**src/dmem_pkg.sv**
```systemverilog
`default_nettype none

package dmem_pkg;

	// one data word
	typedef logic [31:0] word_t;

	// byte-lane write enables, bit i enables byte i
	typedef logic [3:0] strobe_t;

	// controller word address, covers the RAM only
	typedef logic [9:0] con_addr_t;

	// controller request
	// zero strobe reads, legal strobe writes, anything else is dropped
	typedef struct packed {
		strobe_t   we;
		con_addr_t addr;
		word_t     data;
	} con_req_t;

	// core-side I/O word addresses
	localparam logic [10:0] IO_BTN = 11'h400;
	localparam logic [10:0] IO_SW  = 11'h401;
	localparam logic [10:0] IO_LED = 11'h402;

	// store word, store half, store byte patterns only
	function automatic logic strobe_legal(input strobe_t s);
		case (s)
			4'b1111, 4'b0011, 4'b1100: return 1'b1;
			4'b0001, 4'b0010, 4'b0100, 4'b1000: return 1'b1;
			default: return 1'b0;
		endcase
	endfunction

	// replace the enabled bytes of old_w with those of new_w
	function automatic word_t merge_bytes(input word_t old_w, input word_t new_w,
			input strobe_t s);
		word_t w;
		w = old_w;
		for (int i = 0; i < 4; i++) begin
			if (s[i]) begin
				w[8*i +: 8] = new_w[8*i +: 8];
			end
		end
		return w;
	endfunction

endpackage

`default_nettype wire

```
**src/sync_fifo.sv**
```systemverilog
`timescale 1ns/1ps
`default_nettype none

module sync_fifo #(
	parameter type T = logic [31:0],
	parameter int DEPTH = 4
) (
	input  logic                       clk,
	input  logic                       nrst,
	input  logic                       push,
	input  T                           wdata,
	input  logic                       pop,
	output T                           rdata,
	output logic                       empty,
	output logic                       full,
	output logic [$clog2(DEPTH+1)-1:0] count
);

	localparam int PTR_W = (DEPTH > 1) ? $clog2(DEPTH) : 1;
	localparam int CNT_W = $clog2(DEPTH + 1);

	// storage, no reset
	T mem [DEPTH];
	logic [PTR_W-1:0] wr_ptr;
	logic [PTR_W-1:0] rd_ptr;

	// wrap at DEPTH, which need not be a power of two
	function automatic logic [PTR_W-1:0] next_ptr(input logic [PTR_W-1:0] p);
		return (p == PTR_W'(DEPTH - 1)) ? '0 : p + 1'b1;
	endfunction

	always_ff @(posedge clk) begin
		if (push) begin
			mem[wr_ptr] <= wdata;
		end
	end

	always_ff @(posedge clk) begin
		if (!nrst) begin
			wr_ptr <= '0;
			rd_ptr <= '0;
			count <= '0;
		end else begin
			if (push) begin
				wr_ptr <= next_ptr(wr_ptr);
			end
			if (pop) begin
				rd_ptr <= next_ptr(rd_ptr);
			end
			// count moves only when push and pop differ
			case ({push, pop})
				2'b10: count <= count + 1'b1;
				2'b01: count <= count - 1'b1;
				default: count <= count;
			endcase
		end
	end

	// show-ahead read of the oldest entry
	assign rdata = mem[rd_ptr];
	assign empty = (count == '0);
	assign full = (count == CNT_W'(DEPTH));

	a_no_underflow: assert property (@(posedge clk) disable iff (!nrst) pop |-> !empty)
		else $error("sync_fifo: pop while empty");
	a_no_overflow: assert property (@(posedge clk) disable iff (!nrst) push |-> !full)
		else $error("sync_fifo: push while full");

endmodule

`default_nettype wire

```
**src/con_port.sv**
```systemverilog
`timescale 1ns/1ps
`default_nettype none

module con_port import dmem_pkg::*; #(
	parameter int REQ_DEPTH = 4,
	parameter int RSP_DEPTH = 4
) (
	input  logic      clk,
	input  logic      nrst,

	// requests, credited by the requester
	input  logic      con_req_valid,
	input  con_req_t  con_req,
	output logic      con_req_credit,

	// read responses, credited by the consumer
	output logic      con_rsp_valid,
	output word_t     con_rsp,
	input  logic      con_rsp_credit,

	// RAM port B
	output strobe_t   ram_we,
	output con_addr_t ram_addr,
	output word_t     ram_wdata,
	input  word_t     ram_rdata
);

	localparam int RSP_CNT_W = $clog2(RSP_DEPTH + 1);

	con_req_t             req_head;
	logic                 req_empty;
	logic                 req_full;
	logic                 req_pop;
	logic                 head_read;
	logic                 rsp_room;
	logic                 rd_q;
	logic                 rsp_empty;
	logic                 rsp_pop;
	logic [RSP_CNT_W-1:0] rsp_count;
	logic [RSP_CNT_W-1:0] rsp_credits;

	sync_fifo #(.T(con_req_t), .DEPTH(REQ_DEPTH)) req_fifo_i (
		.clk   (clk),
		.nrst  (nrst),
		.push  (con_req_valid),
		.wdata (con_req),
		.pop   (req_pop),
		.rdata (req_head),
		.empty (req_empty),
		.full  (req_full),
		.count ()
	);

	// zero strobe is a read
	assign head_read = (req_head.we == '0);

	// a read needs a response slot, counting the one still in the RAM
	assign rsp_room = (int'(rsp_count) + int'(rd_q)) < RSP_DEPTH;
	assign req_pop = !req_empty && (!head_read || rsp_room);

	// port B straight from the FIFO head
	// illegal strobes pop but write nothing
	assign ram_addr = req_head.addr;
	assign ram_wdata = req_head.data;
	assign ram_we = (req_pop && strobe_legal(req_head.we)) ? req_head.we : '0;

	// rd_q marks RAM data valid on the next cycle
	always_ff @(posedge clk) begin
		if (!nrst) begin
			rd_q <= 1'b0;
			con_req_credit <= 1'b0;
		end else begin
			rd_q <= req_pop && head_read;
			con_req_credit <= req_pop;
		end
	end

	sync_fifo #(.T(word_t), .DEPTH(RSP_DEPTH)) rsp_fifo_i (
		.clk   (clk),
		.nrst  (nrst),
		.push  (rd_q),
		.wdata (ram_rdata),
		.pop   (rsp_pop),
		.rdata (con_rsp),
		.empty (rsp_empty),
		.full  (),
		.count (rsp_count)
	);

	// present a response only while the consumer has room
	assign con_rsp_valid = !rsp_empty && (rsp_credits != '0);
	assign rsp_pop = con_rsp_valid;

	always_ff @(posedge clk) begin
		if (!nrst) begin
			rsp_credits <= RSP_CNT_W'(RSP_DEPTH);
		end else begin
			case ({con_rsp_credit, rsp_pop})
				2'b10: rsp_credits <= rsp_credits + 1'b1;
				2'b01: rsp_credits <= rsp_credits - 1'b1;
				default: rsp_credits <= rsp_credits;
			endcase
		end
	end

	// requester sent with no credit left
	a_req_credit: assert property (@(posedge clk) disable iff (!nrst)
		con_req_valid |-> !req_full)
		else $error("con_port: request sent without a credit");

	// consumer returned more credits than responses it took
	a_rsp_credit_max: assert property (@(posedge clk) disable iff (!nrst)
		rsp_credits <= RSP_CNT_W'(RSP_DEPTH))
		else $error("con_port: response credits above RSP_DEPTH");

endmodule

`default_nettype wire

```
**config.mk**
```make
export PLATFORM = sky130hd
export DESIGN_NAME = con_port
export DESIGN_NICKNAME = d
export VERILOG_FILES = /design/src/dmem_pkg.sv /design/src/sync_fifo.sv /design/src/con_port.sv
export SDC_FILE = /design/constraint.sdc
export NUM_CORES = 1
export LEC_CHECK = 0
export ABC_AREA = 1
export BUFFER_PORTS_ARGS = -buffer_cell sky130_fd_sc_hd__buf_2
export CORE_MARGIN = 2
export CORE_UTILIZATION = 35
export DETAILED_ROUTE_END_ITERATION = 12
export GPL_ROUTABILITY_DRIVEN = 0
export MAX_ROUTING_LAYER = met4
export PLACE_DENSITY_LB_ADDON = 0.1
export SYNTH_ARGS = -nofsm -noshare
export SYNTH_HDL_FRONTEND = slang
export SYNTH_SLANG_ARGS = --single-unit
```
**constraint.sdc**
```tcl
create_clock -name clk -period 2.69 [get_ports clk]
set_input_delay 0.4035 -clock clk [delete_from_list [all_inputs] [get_ports clk]]
set_output_delay 0.4035 -clock clk [all_outputs]
set_load 0.01 [all_outputs]
```
After elaboration in Yosys (flattened, before gate mapping):

Memories as Yosys holds them, arrays and structs flattened. A register that Yosys moved wholly into a read port is not among the register bits.
Index checks and enable logic that the tools add are counted.

* bitwise gates (word level): 0
* multiply operators: 0
* mux-type cells: 17
* shift-type cells: 0
* eq/ne operators: 17
* reductions and logical operators: 16
* order comparisons: 1
* divide/modulo/power cells: 0
* $add $sub $neg: 11

Operators with widths (number)
* one-hot mux 3 bit (2 select lines): 3
* 2-to-1 mux 2 bit: 8
* equality test 2 bit, second input constant: 7
* equality test 4 bit, second input constant: 3
* adder 3 x 1 -> 3 bit, second input constant: 3
* subtractor 3 x 1 -> 3 bit, second input constant: 3
* adder 2 x 1 -> 2 bit, second input constant: 4
* equality test 4 x 2 -> 1 bit, second input constant: 2
* OR reduction 7 bit: 1
* equality test 2 x 1 -> 1 bit, second input constant: 3
* zero test 3 bit: 2
* nonzero test 2 bit: 3
* 2-to-1 mux 1 bit: 5
* adder 3 x 1 -> 4 bit: 1
* equality test 4 x 1 -> 1 bit, second input constant: 1
* equality test 4 x 3 -> 1 bit, second input constant: 1
* logical AND 1 bit: 4
* zero test 4 bit: 1
* < comparator 4 x 3 -> 1 bit, second input constant: 1
* 2-to-1 mux 4 bit: 1
* zero test 1 bit: 3
* nonzero test 3 bit: 1
* logical OR 1 bit: 1

* logic and storage cells: 73
* memories: 2
* input port bits: 82
* bits in latches: 0
* memory bits (read-only): 0
* bits in registers: 19
* output and inout port bits: 80
* RAM bits: 312

Memories
* req_fifo_i.mem: depth 4, width 46, rd ports 1, clocked after memory_dff 1, write ports 1, line sync_fifo.sv:23 `T mem [DEPTH];`
* rsp_fifo_i.mem: depth 4, width 32, rd ports 1, clocked after memory_dff 1, write ports 1, line sync_fifo.sv:23

Logic depth before layout (Yosys ltp):

* word-level depth: 6
* mapped depth: 17
* gate-level depth less buffers: 16

Modules after synthesis:

Synthesis repeated with hierarchy kept, for this count alone.

* cells, all modules: 932
* area, all modules: 12892.4 sq um

Modules (own cells, without submodules)
* sync_fifo (req_fifo_i): instances 1, cells each 505, area an instance 7283.2 sq um, seq. area each 5705.5 sq um
* sync_fifo (rsp_fifo_i): instances 1, cells each 369, area an instance 5237.5 sq um, seq. area each 4023.9 sq um
* con_port: instances 1, cells each 58, area an instance 371.6 sq um, seq. area each 100.1 sq um

Worst setup path before layout:

No wires, ideal clock.

* path kind: register to register
* start: register (tool-made name)
* end: register req_fifo_i.count[2]
* stages on the path, launching flop included: 17
* period minus slack after synthesis: 2.181 ns
* arrival time: 2.059 ns
* path slack: 0.509 ns
* path buffers: 1
* setup time: 0.122 ns
* required time: 2.568 ns
* path through: dfxtp_1 -> buf_2 -> nand2_1 -> nand3_1 -> nand2_1 -> nand2_2 -> nor2_4 -> nand2_2 -> nand2_1 -> inv_1 -> ha_1 -> inv_1 -> fa_1 -> a21oi_1 -> o21ai_0 -> o21ai_0 -> a21oi_1

RTL lines
* end signal, assigned: line sync_fifo.sv:52 `2'b10: count <= count + 1'b1;`
* end signal, assigned: line sync_fifo.sv:53 `2'b01: count <= count - 1'b1;`
* end signal, assigned: line sync_fifo.sv:54 `default: count <= count;`
* end, declared: line sync_fifo.sv:16 `output logic [$clog2(DEPTH+1)-1:0] count`

==> reports/qor.csv <==
metric;value;unit
synthCells;917;
totalWireLength;28.1;mm
slew_headroom;56.1;%
die-area;0.0377;sq mm
fin_util;42.8;%
crit_arrival;2100;ps
timing.final.crit_share;93.2;%
ctsHoldBuffers;0;
final-setup-viol-count;0;
die_y;194;um
ys_types;24;
cts-root-buf;clkbuf_16;
antenna_found_initial;3;
p_leak;0.00545;uW
syn-cell-area;0.0127;sq mm
grt_pass1_wl;43.5;mm
ant_nets;0;
yosys.area.top_type;edfxtp_1;
grt_max_degree;65;
setup_tns;0;ps
io_pins;162;
r2r_end;req_fifo_i.count[2]$_SDFFE_PN0P_;
critPathLaunchType;flip-flop;
port_buffers;161;
status;finished clean;
drv_cap;0;
crit_end;con_rsp[0];
worstSkewPairLatency;520;ps
wl_per_cell;17.8;um
yosysTopAreaCellShare;74.0;%
via_per_inst;4.83;
power_density;1030;mW/mm^2
ys.flop_type;edfxtp_1;
num_rows;69;
slew_viol_final;0;
min_period;2510;ps
endpoint_kind;primary output;
grtUsageTotal;15.3;%
drcViolationCount;0;
drtIter0Drc;380;
grt_pass1_vias;7492;
cts_buffer_depth;3;
cts_setup_buffers;0;
finalClockSkew;13.7;ps
clock_sinks;335;
dr.pass1.iters;4;
syn_area_per_cell;13.8;sq um
yosys-top-cells-area;edfxtp_1, o21ai_0, nor2_1;
core_area;0.0356;sq mm
ys_ff_latch;335;
postSynth.asyncResetShare;0;%
synth-edff-count;312;
required;2290;ps
die_w;194;um
drive_gt1_share;22.5;%
r2r_setup_slack;330;ps
clock.fmax;399;MHz
reg2reg_depth;16;
vias;7644;
critPathKind;reg2out;
synth_nets;1015;
cts_tree;done;
vdd_drop_max;0.600;mV
tightest_slew;658;ps
start_util;35.6;%
cts_inserted_buffers;38;
finalNetCount;1187;
synth_warnings;0;
yosysSeqAreaShare;77.7;%
dp_hpwl;16.0;mm
hold_path.class;in2reg;
crit_fanout;64;
clk_pin_slew;60;ps
rsz0062_at_grt;no;
htreeDepth;2;
finalHoldViolCount;0;
grt_overflow;0;
syn_to_final_growth;20.3;%
[Yosys cell counts (3+ instances only)]
master,number
a21oi_1,17
buf_2,7
clkbuf_1,39
dfxtp_1,23
edfxtp_1,312
fa_1,3
ha_1,13
inv_1,36
inv_2,4
nand2_1,35
nand2_2,3
nand3_1,14
nor2_1,163
nor3_1,4
o21ai_0,153
o21ai_1,10
o22ai_1,74
[flip-flops by register name, summed over array words and instances (netlist names), named ones only]
name               flops
req_fifo_i.rd_ptr      2
req_fifo_i.wr_ptr      2
rd_q                   1
rsp_fifo_i.rd_ptr      2
req_fifo_i.count       3
req_fifo_i.mem       184
rsp_fifo_i.mem       128
con_req_credit         1
rsp_credits            3
rsp_fifo_i.count       3
rsp_fifo_i.wr_ptr      2
[layout make-up]
type                       count  area, sq um
tap                          461          577
multi-input combinational    493         2470
timing repair buffer         181         1010
sequential                   335         9840
inverter                      40          158
clock inverter                23          164
clock buffer                  46         1000
antenna                        3         7.51
fill                        3279        20300
[where the power goes]
group | switching (uW) | total (uW) | internal, uW
combinational | 3110 | 4690 | 1580
sequential | 138 | 6130 | 6000
clock | 1980 | 4820 | 2840
[worst min-delay path by stage]
stage	start	end	slack [ps]	cells past startpoint
finish	con_req[12]	req_fifo_i.mem[2][12]$_DFFE_PP_	90	1
detailed placement	rsp_fifo_i.count[0]$_SDFFE_PN0P_	rsp_fifo_i.count[0]$_SDFFE_PN0P_	450	1
global placement	rsp_fifo_i.count[0]$_SDFFE_PN0P_	rsp_fifo_i.count[0]$_SDFFE_PN0P_	440	1
floorplan	rsp_fifo_i.count[0]$_SDFFE_PN0P_	rsp_fifo_i.count[0]$_SDFFE_PN0P_	420	1
global route	ram_rdata[17]	rsp_fifo_i.mem[3][17]$_DFFE_PP_	70	1
CTS	con_req[10]	req_fifo_i.mem[2][10]$_DFFE_PP_	60	1
[repair_timing]
item                                    4_1_cts  5_1_grt
pin swaps                                     0        0
endpoints found under the setup margin       27        8
resized for setup                             2        4
endpoints found under the hold margin         0        0
[stage by stage]
step                area, sq um  instances  hold slack [ps]  total power, uW  setup WS, ps
finish                    15200       1582             91.6            15600           183
global route              15200       1582             69.8            16600          20.6
CTS                       15200       1579             59.2            15900          50.5
detailed placement        14000       1510              455            11000           189
global placement          14000       1510              440            11000           257
floorplan                 12700        917              422             9110           509
[kinds of logic after synthesis]
logic type      count (synthesis)  share of synthesized area (%)
fa+ha+maj                      16                           1.76
simple gates                  221                           6.87
flops                         335                           77.7
buf+inv                        89                           2.80
compound gates                256                           10.9
[per-layer routing]
layer | part of all wire (%) | GRT usage (%)
met5 | 0 | -
met4 | 1.7 | 4.21
met3 | 5.7 | 3.41
met2 | 48 | 24.6
met1 | 44 | 19.7
[layout by cell type (no fill, tap or decap), types with 10 or more instances in the layout]
master     instances
a21oi_1           17
buf_2            161
buf_4             14
clkbuf_16         39
clkinv_2          10
dfxtp_1           20
edfxtp_1         312
ha_1              13
inv_1             32
nand2_1           35
nand3_1           14
nor2_1           163
o21ai_0          153
o21ai_1           10
o22ai_1           74
[critical path, cell delays in order (launching register included)]
cell and delay [ps]:
dfxtp_2 340, buf_4 520, o21ai_0 190, o22ai_1 300
buf_2 200
(Power assumes the default switching activity.)
