==> config.mk <==
export PLATFORM = sky130hd
export DESIGN_NAME = datamem
export DESIGN_NICKNAME = d
export VERILOG_FILES = /design/src/dmem_pkg.sv /design/src/fpga_io_regs.sv /design/src/datamem.sv
export SDC_FILE = /design/constraint.sdc
export NUM_CORES = 1
export LEC_CHECK = 0
export CAP_MARGIN = 0
export CELL_PAD_IN_SITES_DETAIL_PLACEMENT = 1
export CELL_PAD_IN_SITES_GLOBAL_PLACEMENT = 1
export CORE_ASPECT_RATIO = 1.1
export CORE_UTILIZATION = 48
export CTS_CLUSTER_DIAMETER = 60
export DETAILED_ROUTE_END_ITERATION = 8
export DONT_BUFFER_PORTS = 1
export MAX_ROUTING_LAYER = met4
export PLACE_DENSITY_LB_ADDON = 0.1
export RECOVER_POWER = 25
export SLEW_MARGIN = 25
export SYNTH_ARGS = -nofsm -noshare
export SYNTH_HDL_FRONTEND = slang
export SYNTH_SLANG_ARGS = --single-unit
==> constraint.sdc <==
create_clock -name clk -period 3.05 [get_ports clk]
set_input_delay 0.305 -clock clk [delete_from_list [all_inputs] [get_ports clk]]
set_output_delay 0.305 -clock clk [all_outputs]
set_load 0.05 [all_outputs]
==> src/dmem_pkg.sv <==
`default_nettype none

package dmem_pkg;

	// one data word
	typedef logic [31:0] word_t;

	// byte-lane write enables, bit i enables byte i
	typedef logic [3:0] strobe_t;

	// controller word address, covers the RAM only
	typedef logic [9:0] con_addr_t;

	// controller request
	// zero strobe reads, legal strobe writes, anything else is dropped
	typedef struct packed {
		strobe_t   we;
		con_addr_t addr;
		word_t     data;
	} con_req_t;

	// core-side I/O word addresses
	localparam logic [10:0] IO_BTN = 11'h400;
	localparam logic [10:0] IO_SW  = 11'h401;
	localparam logic [10:0] IO_LED = 11'h402;

	// store word, store half, store byte patterns only
	function automatic logic strobe_legal(input strobe_t s);
		case (s)
			4'b1111, 4'b0011, 4'b1100: return 1'b1;
			4'b0001, 4'b0010, 4'b0100, 4'b1000: return 1'b1;
			default: return 1'b0;
		endcase
	endfunction

	// replace the enabled bytes of old_w with those of new_w
	function automatic word_t merge_bytes(input word_t old_w, input word_t new_w,
			input strobe_t s);
		word_t w;
		w = old_w;
		for (int i = 0; i < 4; i++) begin
			if (s[i]) begin
				w[8*i +: 8] = new_w[8*i +: 8];
			end
		end
		return w;
	endfunction

endpackage

`default_nettype wire

==> src/fpga_io_regs.sv <==
`timescale 1ns/1ps
`default_nettype none

module fpga_io_regs import dmem_pkg::*; (
	input  logic       clk,
	input  logic       nrst,

	// board pins
	input  logic [3:0] btn,
	input  logic [2:0] sw,

	// core write to the LED word, already decoded
	input  strobe_t    led_we,
	input  word_t      wdata,

	// 0 buttons, 1 switches, 2 LED
	input  logic [1:0] sel,
	output word_t      rdata,
	output logic [3:0] led
);

	word_t btn_q;
	word_t sw_q;
	word_t led_q;

	// sample the pins every edge, zero-extended
	always_ff @(posedge clk) begin
		if (!nrst) begin
			btn_q <= '0;
			sw_q <= '0;
		end else begin
			btn_q <= {28'h0, btn};
			sw_q <= {29'h0, sw};
		end
	end

	// LED word, byte-lane writes
	always_ff @(posedge clk) begin
		if (!nrst) begin
			led_q <= '0;
		end else if (led_we != '0) begin
			led_q <= merge_bytes(led_q, wdata, led_we);
		end
	end

	assign led = led_q[3:0];

	// registered read, same latency as the RAM
	// LED read sees the word before a write at the same edge
	always_ff @(posedge clk) begin
		case (sel)
			2'd0: rdata <= btn_q;
			2'd1: rdata <= sw_q;
			2'd2: rdata <= led_q;
			default: rdata <= '0;
		endcase
	end

endmodule

`default_nettype wire

==> src/datamem.sv <==
`timescale 1ns/1ps
`default_nettype none

module datamem import dmem_pkg::*; (
	input  logic        clk,
	input  logic        nrst,

	// core request, fixed timing
	input  strobe_t     dm_write,
	input  logic [10:0] data_addr,
	input  word_t       data_in,
	output word_t       data_out,

	// board I/O
	input  logic [3:0]  btn,
	input  logic [2:0]  sw,
	output logic [3:0]  led,

	// RAM port A
	output strobe_t     ram_we,
	output con_addr_t   ram_addr,
	output word_t       ram_wdata,
	input  word_t       ram_rdata
);

	// which source answers the read, one cycle late
	typedef enum logic [1:0] {
		SRC_ZERO,
		SRC_RAM,
		SRC_IO
	} src_t;

	strobe_t we_legal;
	strobe_t led_we;
	logic    is_ram;
	logic    is_io;
	word_t   io_rdata;
	src_t    src_q;

	// illegal patterns write nothing anywhere
	assign we_legal = strobe_legal(dm_write) ? dm_write : '0;

	// 0x000-0x3ff RAM, 0x400-0x402 I/O, rest unmapped
	assign is_ram = !data_addr[10];
	assign is_io = (data_addr == IO_BTN) || (data_addr == IO_SW) || (data_addr == IO_LED);

	assign ram_we = is_ram ? we_legal : '0;
	assign ram_addr = data_addr[9:0];
	assign ram_wdata = data_in;

	// only the LED word is writable
	assign led_we = (data_addr == IO_LED) ? we_legal : '0;

	fpga_io_regs fpga_io_regs_i (
		.clk    (clk),
		.nrst   (nrst),
		.btn    (btn),
		.sw     (sw),
		.led_we (led_we),
		.wdata  (data_in),
		.sel    (data_addr[1:0]),
		.rdata  (io_rdata),
		.led    (led)
	);

	always_ff @(posedge clk) begin
		if (!nrst) begin
			src_q <= SRC_ZERO;
		end else if (is_ram) begin
			src_q <= SRC_RAM;
		end else if (is_io) begin
			src_q <= SRC_IO;
		end else begin
			src_q <= SRC_ZERO;
		end
	end

	// unmapped reads give zero
	always_comb begin
		case (src_q)
			SRC_RAM: data_out = ram_rdata;
			SRC_IO: data_out = io_rdata;
			default: data_out = '0;
		endcase
	end

endmodule

`default_nettype wire

# == Yosys cells after proc, flatten, opt, wreduce, memory -nomap -nowiden ==
# Index checks and enable logic that the tools add are counted.
# totals
regBits,130
# classes
n_eq_ne,14
n_mux,8
reduce_logical,10
# ops
op,count
one-hot mux 32 bit (3 select lines),1
one-hot mux 32 bit (2 select lines),1
== test 11 bit (second input constant),3
== test 4 bit (second input constant),3
2-to-1 mux 4 bit,3
AND reduction 2 bit,5
== test 4 x 2 -> 1 bit (second input constant),2
OR reduction 7 bit,1
== test 2 x 1 -> 1 bit (second input constant),2
== test 2 bit (second input constant),2
== test 4 x 1 -> 1 bit (second input constant),1
== test 4 x 3 -> 1 bit (second input constant),1
nonzero test 4 bit,1
logical NOT 2 bit,1
logical OR 1 bit,2
2-to-1 mux 1 bit,2
2-to-1 mux 2 bit,1

# == Depth between registers and ports, before layout ==
# Gate-level depths: netlist (run 1).
# depth
ltp_word,7
ltp_mapped,5
mapped_depth_nobuf,4

# == By module ==
# A second synthesis (run 1) with hierarchy kept.
# unflattened
cells_unflattened,346
area_unflattened_um2,3338.2
# by_module_without_submodules
mod,instances,cells_per_inst,area_per_inst_um2,seq_area_each_um2
fpga_io_regs,1,195,2351.0,1421.4
datamem,1,151,987.2,40.0

# == Worst setup path before layout (run 1) ==
# No wires, ideal clock.
# synth_path
path_type,flip-flop to output port
startpoint,register src_q[1]
endpoint,output port data_out[10]
arrival_ns,1.602
required_ns,2.745
path_slack_ns,1.143
stages_incl_launch_ff,6
path_buffers,1
cell_sequence,dfxtp_1 -> inv_1 -> ha_1 -> clkbuf_1 -> a22oi_1 -> nor2_1
# synth_between
elab_chain_len,2
# synth_rtl
item,line_no,text
"start, declared",datamem.sv:38,src_t src_q;
"start signal, assigned",datamem.sv:68,src_q <= SRC_ZERO;
"start signal, assigned",datamem.sv:70,src_q <= SRC_RAM;
"start signal, assigned",datamem.sv:72,src_q <= SRC_IO;
== test 2 bit / == test 2 x 1 -> 1 bit (equally long branches),datamem.sv:80,case (src_q)
one-hot mux 32 bit (2 select lines) *,datamem.sv:80,
"end, declared",datamem.sv:12,"output word_t data_out,"
# Every way passes the cells marked *; elsewhere a longest branch is shown, timed or not.

# == Final worst setup path (run 1) ==
# layout_path
startpoint,register src_q[1]
endpoint,output port data_out[23]
# Same word-level chain as after synthesis.

==> results.yml, run 1 <==
die:
  rows: 31
  dieArea_sq_um: 7327
  initial_core_util_pct: 50.28
  coreArea_sq_um: 6671
  num_io_pins: 170
  die-height_um: 89.68
  die_x_um: 81.71
power_and_ir_drop:
  power.leakage_nw: 1.301
  power_density_nw_per_um2: 499.1
  irDropWorstVdd_mv: 0.2537
place:
  dp_hpwl_um: 5021
  portBuffers: 0
  dpl_cell_area_sq_um: 3294
  place_congestion: 0.7830
yosys:
  yosys.area.top_type_share_pct: 43.57
  ys_ff_latch: 73
  seq_area_frac_synth_pct: 43.57
  synth_cell_types: 21
  netlist_instances: 379
  synth.avg_cell_area_sq_um: 8.851
  synth.cell_area_sq_um: 3354
  syn_nets: 469
  synth_warnings: 0
  netlist_top_cells_area: "dfxtp_1 44%, mux2i_1 11%, buf_4 10%"
  synth_top_cell_by_area: "dfxtp_1"
hold_path:
  hp-class: "in -> reg"
  whs_path_depth: 1
  min_to: "fpga_io_regs_i.rdata[3]"
  hp-start: "data_addr[0]"
timing:
  period_needed_ns: 2.403
  worst_pin_slew_ns: 0.7721
  slew_violations: 0
  skew_ns: 0.004114
  finalCritPeriodShare_pct: 78.77
  hold_violations: 0
  rsz0062_at_grt: "false"
  slew_headroom_pct: 48.52
  report.final.setup_viol: 0
  clock.fmax_ghz: 0.4162
  final.setup.tns_ns: 0
cts:
  cts_buffer_depth: 2
  clk-insertion-delay-late_ns: 0.34
  root_buffer: "clkbuf_8"
  cts_tree: "yes"
  post-cts-setup-buffers: 0
  cts_sinks: 73
  htreeDepth: 3
  cts_made_buffers: 9
  clkTransAtPathRegs_ns: 0.08
  cts_resized: 0
  holdBufCountCts: 0
global_routing:
  grt_max_degree: 73
  grt_pass1_wl_um: 10400
  grt_pass1_vias: 2241
  track_usage_pct: 19.88
  grt_antenna_before_repair: 0
  grt-ovfl-total: 0
critical_path:
  r2r-end: "fpga_io_regs_i.rdata[0]"
  rr_worst_depth: 2
  path_max_fanout: 19
  r2r-start: "fpga_io_regs_i.led_q[0]"
  required_ns: 2.74
  arrival_ns: 2.10
  setup.worst_path.class: "reg -> out"
  rrSetupSlack_ns: 2.00
  setup.worst_path.start_class: "flip-flop"
  end_kind: "output pin"
run_status:
  outcome: "complete, no violations"
run:
  cap_violations: 0
layout:
  drive_gt1_share_pct: 16.25
  final_common_cell: "dfxtp_1"
  fill_cells: 787
  area_growth_syn_to_layout_pct: 3.320
  final_area_sq_um: 3466
  seq_area_sq_um: 1461
  multiInputGateArea_sq_um: 1456
  nets: 448
  most-common-layout-cells: "73 x dfxtp_1, 67 x nand2_1, 38 x and2_1"
  diodes: 0
routing:
  dr.first_iter.drc_count: 41
  num_vias: 2378
  remaining_drc_errors: 0
  drtAntennaViolNets: 0
  post_drt_via_cell_ratio: 5.344
  wl_um: 6894
  dr.pass1.iters: 4
  wire_per_inst_um: 15.49
[critical path: stages, from the launching register on]
cell     delay, ns
dfxtp_1       0.32
inv_1         0.05
ha_1          0.65
buf_4         0.32
a22oi_1       0.10
nor2_1        0.11
buf_4         0.21
[Yosys cell counts]
master    count
buf_2         1
buf_4        46
and2b_2       1
a22oi_1      32
nand2_1      67
ha_1          2
nor4_4        1
and3_1        4
clkbuf_1     20
inv_1         3
nor3b_2       1
a211oi_1      1
nand3_1       1
mux2i_1      37
o21ai_0       7
nor2_1       37
a21oi_1       1
nor2_4        4
and2_1       39
dfxtp_1      73
nand4_4       1
[layer usage]
layer / routed length, um / vias up / global-route usage, %
met3: 474 / 9 / 5.051
met4: 106 / 0 / 9.250
met2: 3599 / 90 / 35.15
met5: 0 / - / -
met1: 2713 / 1124 / 20.63
li1: - / 1155 / -
[final cells by class]
type	instances	share of cell area, %
clock buffer	9	3.574
clock inverter	7	1.372
inverter	3	0.3249
multi-input combinational	236	42.02
sequential	73	42.17
tap	82	2.960
timing repair buffer	35	7.581
[sequential cells by signal (all words and copies together) (netlist names)]
name and cells:
fpga_io_regs_i.btn_q 4, fpga_io_regs_i.led_q 32, fpga_io_regs_i.rdata 32, fpga_io_regs_i.sw_q 3, src_q 2
[how the worst max path moves through the flow]
stage              from           end  slack (ns)
2_1_floorplan  src_q[1]  data_out[10]        1.14
3_3_place_gp   src_q[1]  data_out[18]        1.09
3_5_place_dp   src_q[1]  data_out[23]        1.01
4_1_cts        src_q[1]  data_out[23]        0.62
5_1_grt        src_q[1]  data_out[25]        0.49
6_report       src_q[1]  data_out[23]        0.65
[per-stage QoR]
stage	power [mW]	instances	hold WS [ns]	worst slack [ns]	util (%)
after CTS	1.748	445	0.007752	0.6176	51.95
after floorplan	1.240	379	0.3774	1.143	-
after global routing	1.800	445	0.004127	0.4875	51.95
after global placement	1.101	429	0.3797	1.090	49.38
after detailed placement	1.104	429	0.3808	1.006	49.38
final	1.730	445	0.02376	0.6474	51.95
[power breakdown]
part	total [mW]	internal [mW]	switching (mW)	leakage, nW
Sequential	0.962	0.960	0.00220	0.590
Combinational	0.118	0.0395	0.0785	0.637
Clock	0.649	0.291	0.358	0.0733
Total	1.73	1.29	0.439	1.30
[logic make-up after synthesis]
| family | count (synthesis) | synth area share (%) |
|---|---|---|
| buffers and inverters | 70 | 13.02 |
| AOI/OAI and AO/OA | 41 | 8.579 |
| adders and majority gates | 2 | 0.7459 |
| and+or+nand+nor | 156 | 23.05 |
| muxes | 37 | 11.04 |
| DFF | 73 | 43.57 |
Power figures use the tool's default switching activity.
==> run 2: changes to the inputs <==
--- a/config.mk
+++ b/config.mk
@@ -5,11 +5,12 @@
 export SDC_FILE = /design/constraint.sdc
 export NUM_CORES = 1
 export LEC_CHECK = 0
+export ABC_AREA = 1
 export CAP_MARGIN = 0
 export CELL_PAD_IN_SITES_DETAIL_PLACEMENT = 1
 export CELL_PAD_IN_SITES_GLOBAL_PLACEMENT = 1
 export CORE_ASPECT_RATIO = 1.1
-export CORE_UTILIZATION = 48
+export CORE_UTILIZATION = 38
 export CTS_CLUSTER_DIAMETER = 60
 export DETAILED_ROUTE_END_ITERATION = 8
 export DONT_BUFFER_PORTS = 1
==> constraint.sdc (replaced) <==
create_clock -name clk -period 2.1 [get_ports clk]
set_input_delay 0.21 -clock clk [delete_from_list [all_inputs] [get_ports clk]]
set_output_delay 0.21 -clock clk [all_outputs]
set_load 0.05 [all_outputs]
==> run 2 against run 1 <==
Clock power is 100% higher; first-iteration DRC count increased by 59%; die area up 31%; final area grew 13%; highest routed layer unchanged.
==> results.yml, run 2 <==
timing:
  worst_pin_slew_ns: 0.5781
  slew_headroom_pct: 61.41
  final.setup.tns_ns: 0
  setup_slack_ns: 0.1439
  slew_violations: 0
  report.final.setup_viol: 0
  hold_violations: 0
  skew_ns: 0.005333
  finalCritPeriodShare_pct: 93.15
  period_needed_ns: 1.956
  clock.fmax_ghz: 0.5112
  rsz0062_at_grt: "false"
power_and_ir_drop:
  power_density_nw_per_um2: 756.4
  irDropWorstVdd_mv: 0.3417
  power.leakage_nw: 1.695
layout:
  most-common-layout-cells: "149 x nand2_1, 105 x nor2_1, 76 x inv_1"
  drive_gt1_share_pct: 12.45
  final_common_cell: "nand2_1"
  fin_cells: 644
  nets: 615
  diodes: 0
  area_growth_syn_to_layout_pct: 11.50
  top_regs: "fpga_io_regs_i.led_q x32, fpga_io_regs_i.rdata x32, fpga_io_regs_i.btn_q x4"
critical_path:
  setup.worst_path.class: "reg -> out"
  path_max_fanout: 21
  crit_path_cell_trace: "inv_1 -> ha_2 -> buf_4 -> a21oi_1 -> buf_4"
  required_ns: 1.89
  r2r-start: "fpga_io_regs_i.led_q[2]"
  setup.worst_path.start_class: "flip-flop"
  end_kind: "output pin"
  cpMaxStageDelayCell: "ha_2"
  rr_worst_depth: 2
  startpoint: "src_q[0]"
  arrival_ns: 1.75
  max_stage_delay_ns: 0.45
  cp_common_cell: "buf_4"
yosys:
  synth_ff_type: "dfxtp_1"
  netlist_top_cells_area: "dfxtp_1 42%, nand2_1 16%, nor2_1 11%"
  syn_nets: 615
  synth.cell_area_sq_um: 3502
  netlist_instances: 525
  seq_area_frac_synth_pct: 41.73
  yosysMostFrequentCell: "nand2_1"
  synth_warnings: 0
  async_reset_ff_share_pct: 0
  yosys.area.top_type_share_pct: 41.73
  ys_ff_latch: 73
  synth_top_cell_by_area: "dfxtp_1"
  synth_common_cells: "149 x nand2_1, 105 x nor2_1, 76 x inv_1"
  synth_cell_types: 18
  synth.avg_cell_area_sq_um: 6.671
  synth-edff-count: 0
routing:
  wire_per_inst_um: 12.62
  wl_um: 8128
  dr.pass1.iters: 4
  drtAntennaViolNets: 0
  remaining_drc_errors: 0
  dr.first_iter.drc_count: 65
  post_drt_via_cell_ratio: 4.531
  num_vias: 2918
run_status:
  outcome: "complete, no violations"
global_routing:
  grt_pass1_vias: 2815
  grt-ovfl-total: 0
  grt_antenna_before_repair: 0
  grt_pass1_wl_um: 13220
  grt_max_degree: 36
  track_usage_pct: 18.62
place:
  placedCellCount: 613
  pre_cts_ws_ns: 0.3838
  place_congestion: 0.7264
  portBuffers: 0
  dp_hpwl_um: 5654
die:
  die-height_um: 102.7
  num_io_pins: 170
  dieArea_sq_um: 9604
  rows: 36
  coreArea_sq_um: 8919
  initial_core_util_pct: 39.27
  die_x_um: 93.53
cts:
  root_buffer: "clkbuf_8"
  clk-insertion-delay-late_ns: 0.34
  cts_tree: "yes"
  cts_buffer_depth: 2
  cts_sinks: 73
  clkTransAtPathRegs_ns: 0.07
  cts_made_buffers: 9
  htreeDepth: 3
hold_path:
  hp-class: "in -> reg"
  hp-start: "data_addr[0]"
  whs_path_depth: 2
run:
  cap_violations: 0
## run 2: layout make-up
cell class                 count  area, sq um
clock buffer                  11        141.4
timing repair buffer          56        467.9
multi-input combinational    307         1296
fill                        1161         5014
sequential                    73         1461
tap                          114        142.6
clock inverter                 5        102.6
inverter                      78        292.8
## run 2: worst paths after layout
check	slack, ns	end
worst max register to register	1.11	fpga_io_regs_i.rdata[2]
worst min register to register	0.42	fpga_io_regs_i.rdata[28]
worst min-delay path	0.05	fpga_io_regs_i.rdata[1]
worst max-delay path	0.14	data_out[5]
## run 2: cell families (layout without fill, tap and decap cells)
| family | Yosys count | count (layout) | share of synthesized area, % |
|---|---|---|---|
| buffers and inverters | 145 | 150 | 21.33 |
| flip-flops | 73 | 73 | 41.73 |
| adder cells (fa/ha/maj) | 2 | 2 | 0.7144 |
| AND/OR/NAND/NOR | 271 | 271 | 31.15 |
| AO/OA/AOI/OAI | 34 | 34 | 5.073 |
## run 2: power by group
part           internal (mW)  total (mW)  switching, mW
registers               1.39        1.40        0.00346
logic                 0.0783       0.229          0.150
clock network          0.820        1.33          0.507
total                   2.29        2.95          0.660
## run 2: routing by layer
layer | vias up | routed length (um) | global-route usage, %
met5 | - | 0 | -
li1 | 1487 | - | -
met3 | 9 | 478 | 4.056
met4 | 0 | 84 | 8.284
met2 | 95 | 3962 | 31.11
met1 | 1327 | 3603 | 21.53
## run 2: worst max-delay path: cells and delay by family, from the launching register on
family | cells | cell delay (ns)
AOI/OAI and AO/OA | 1 | 0.07
DFF | 1 | 0.34
buffers and inverters | 3 | 0.53
adders and majority gates | 1 | 0.45
## run 2: timing repair
| action | in CTS | in global routing |
|---|---|---|
| setup endpoints to repair | 7 | 0 |
| gates resized for setup | 1 | 0 |
| hold buffers | 15 | 0 |
| setup buffers | 0 | 0 |
| endpoints found under the hold margin | 41 | 0 |
## run 2: per-stage QoR
step           utilization (%)  area, sq um  total power [mW]  hold WS (ns)
3_5_place_dp             39.23         3498             1.626        0.2903
4_1_cts                  43.79         3905             2.996       0.02437
3_3_place_gp             39.23         3498             1.620        0.2865
6_report                 43.79         3905             2.954       0.04860
5_1_grt                  43.79         3905             3.080       0.03360
2_1_floorplan                -         3502             1.801        0.2819
==> run 3: changes to the inputs <==
--- a/config.mk
+++ b/config.mk
@@ -20,4 +20,5 @@
 export SLEW_MARGIN = 25
 export SYNTH_ARGS = -nofsm -noshare
 export SYNTH_HDL_FRONTEND = slang
+export SYNTH_HIERARCHICAL = 1
 export SYNTH_SLANG_ARGS = --single-unit
==> run 3 against run 2 <==
Setup slack better by 0.040 ns; final area is 5.0% lower; critical endpoint is now data_out[0]; combinational power is 14% lower; largest cell class unchanged; largest power group unchanged.
==> results.yml, run 3 <==
critical_path:
  cp.buffers_inverters: 3
  setup.worst_path.start_class: "flip-flop"
  max_stage_delay_ns: 0.34
  rr_worst_depth: 2
  cp_top_family: "buffers and inverters"
  cpMaxStageDelayCell: "dfxtp_1"
  path_max_fanout: 32
  r2r-start: "fpga_io_regs_i/led_q[3]"
  rrSetupSlack_ns: 1.07
  crit_path_cell_trace: "inv_1 -> ha_1 -> buf_4 -> a21oi_1 -> buf_4"
  setup.worst_path.class: "reg -> out"
  end_kind: "output pin"
  cp.depth: 5
  r2r-end: "fpga_io_regs_i/led_q[3]"
  cp_common_cell: "buf_4"
  arrival_ns: 1.71
  required_ns: 1.89
timing:
  setup_slack_ns: 0.1836
  clock.fmax_ghz: 0.5218
  report.final.setup_viol: 0
  finalCritPeriodShare_pct: 91.26
  slew_violations: 0
  final.setup.tns_ns: 0
  skew_ns: 0.007037
  slew_headroom_pct: 63.67
  hold_violations: 0
  period_needed_ns: 1.916
  worst_pin_slew_ns: 0.5442
  rsz0062_at_grt: "false"
yosys:
  synth.avg_cell_area_sq_um: 7.077
  yosys.area_share.adder_pct: 0.7654
  synth_cell_types: 17
  netlist_instances: 462
  synth_top_family_by_area: "simple AND/OR/NAND/NOR gates"
  synth_xor_area_share_pct: 0
  yosysMostFrequentCell: "nor2_1"
  netlist_top_cells_area: "dfxtp_1 45%, nor2_1 13%, buf_4 11%"
  async_reset_ff_share_pct: 0
  synth_compound_area_share_pct: 9.797
  seq_area_frac_synth_pct: 44.70
  syn_nets: 552
  synth.cell_area_sq_um: 3269
  synth_ff_type: "dfxtp_1"
  synth_warnings: 6
  synth_top_cell_by_area: "dfxtp_1"
  ys_ff_latch: 73
  muxShareOfSynthArea_pct: 0
  yosys.area_share.simple_pct: 25.60
  synth_common_cells: "111 x nor2_1, 84 x nand2_1, 73 x dfxtp_1"
  synth-edff-count: 0
  yosys.area.top_type_share_pct: 44.70
power_and_ir_drop:
  power.leakage_nw: 1.561
  p_switching_mw: 0.6218
  swShare_pct: 23.37
  clockPowerShare_pct: 40.0
  p_total_mw: 2.661
  power.internal_mw: 2.039
  pwr-share-seq_pct: 52.6
  irDropWorstVdd_mv: 0.3623
  power_frac_comb_pct: 7.4
  power_density_nw_per_um2: 717.1
place:
  portBuffers: 0
  place_congestion: 0.7717
  pre_cts_ws_ns: 0.5672
  dp_hpwl_um: 5408
cts:
  cts_resized: 0
  clkTransAtPathRegs_ns: 0.07
  cts_made_buffers: 9
  htreeDepth: 3
  cts_buffer_depth: 2
  clk-insertion-delay-late_ns: 0.34
  cts_sinks: 73
  cts_tree: "yes"
  root_buffer: "clkbuf_8"
die:
  die-height_um: 99.29
  coreArea_sq_um: 8364
  initial_core_util_pct: 39.09
  rows: 35
  num_io_pins: 170
  dieArea_sq_um: 8979
  die_x_um: 90.44
global_routing:
  grt_antenna_before_repair: 0
  grt_pass1_vias: 2720
  grt_max_degree: 33
  track_usage_pct: 18.68
  grt-ovfl-total: 0
  grt_pass1_wl_um: 12760
run:
  cap_violations: 0
layout:
  fill_cells: 1073
  drive_gt1_share_pct: 12.86
  top_regs: "fpga_io_regs_i/led_q x32, fpga_io_regs_i/rdata x32, fpga_io_regs_i/btn_q x4"
  area_growth_syn_to_layout_pct: 13.51
  final_common_cell: "nor2_1"
  nets: 568
  diodes: 0
  most-common-layout-cells: "111 x nor2_1, 84 x nand2_1, 73 x dfxtp_1"
hold_path:
  whs_path_depth: 2
  hp-start: "data_in[26]"
  min_to: "fpga_io_regs_i/led_q[26]"
  hp-class: "in -> reg"
routing:
  drt-met1-wl_um: 3711
  top_layer_used: "met4"
  met3_length_um: 518
  num_vias: 2695
  post_drt_via_cell_ratio: 4.545
  dr.first_iter.drc_count: 70
  wire_per_inst_um: 13.14
  drtAntennaViolNets: 0
  wl_um: 7793
  dr.pass1.iters: 4
  wl_met2_um: 3492
  remaining_drc_errors: 0
run_status:
  outcome: "complete, no violations"
run 3: cell types whose count changed in the layout (fill, tap and decap cells not counted), moves of 2 or more:
cell / delta
nand2_1: -65
nor2_4: -4
bufinv_16: -2
nand3_1: +4
dlygate4sd3_1: +9
buf_4: +2
inv_1: -30
o21ai_0: +32
nor2_1: +6
run 3: metrics by stage:
stage | hold slack [ns] | std cells | utilization (%) | instance area, sq um
2_1_floorplan | 0.2812 | 462 | - | 3269
3_3_place_gp | 0.2857 | 554 | 39.24 | 3282
3_5_place_dp | 0.2866 | 554 | 39.24 | 3282
4_1_cts | 0.0005174 | 593 | 44.43 | 3716
5_1_grt | 0.0009165 | 593 | 44.37 | 3711
6_report | 0.01286 | 593 | 44.37 | 3711
run 3: layer usage:
metal | global-route usage (%) | up-vias
met3 | 5.199 | 7
li1 | - | 1399
met1 | 23.15 | 1184
met4 | 6.948 | 0
met5 | - | -
met2 | 29.07 | 105
run 3: power groups by stage:
stage	registers [mW]	logic (mW)	clock network, mW
floorplan	1.43	0.351	0
global placement	1.43	0.151	0
detailed placement	1.43	0.153	0
CTS	1.40	0.199	1.11
global route	1.40	0.216	1.16
finish	1.40	0.198	1.06
run 3: worst max path at each step:
stage | startpoint | end | slack, ns
after floorplan | src_q[0] | data_out[10] | 0.27
after global placement | src_q[0] | data_out[1] | 0.61
after detailed placement | src_q[1] | data_out[11] | 0.57
after CTS | src_q[0] | data_out[1] | 0.19
after global routing | src_q[1] | data_out[26] | 0.05
final | src_q[0] | data_out[0] | 0.18
run 3: cell type report:
class / count / area (sq um) / share of cell area (%)
tap: 111 / 138.9 / 3.742
clock buffer: 10 / 137.6 / 3.709
inverter: 47 / 176.4 / 4.754
sequential: 73 / 1461 / 39.38
multi-input combinational: 280 / 1182 / 31.86
clock inverter: 5 / 56.30 / 1.517
timing repair buffer: 67 / 558.0 / 15.04
run 3: cells by family (layout without fill, tap and decap cells):
| logic type | after synthesis | count (layout) |
|---|---|---|
| adders and majority gates | 2 | 2 |
| DFF | 73 | 73 |
| and+or+nand+nor | 214 | 214 |
| buffers and inverters | 109 | 129 |
| AOI/OAI and AO/OA | 64 | 64 |
run 3: what timing repair did:
item,CTS,global route
hold buffers,24,0
endpoints found under the hold margin,33,0
setup buffers,0,0
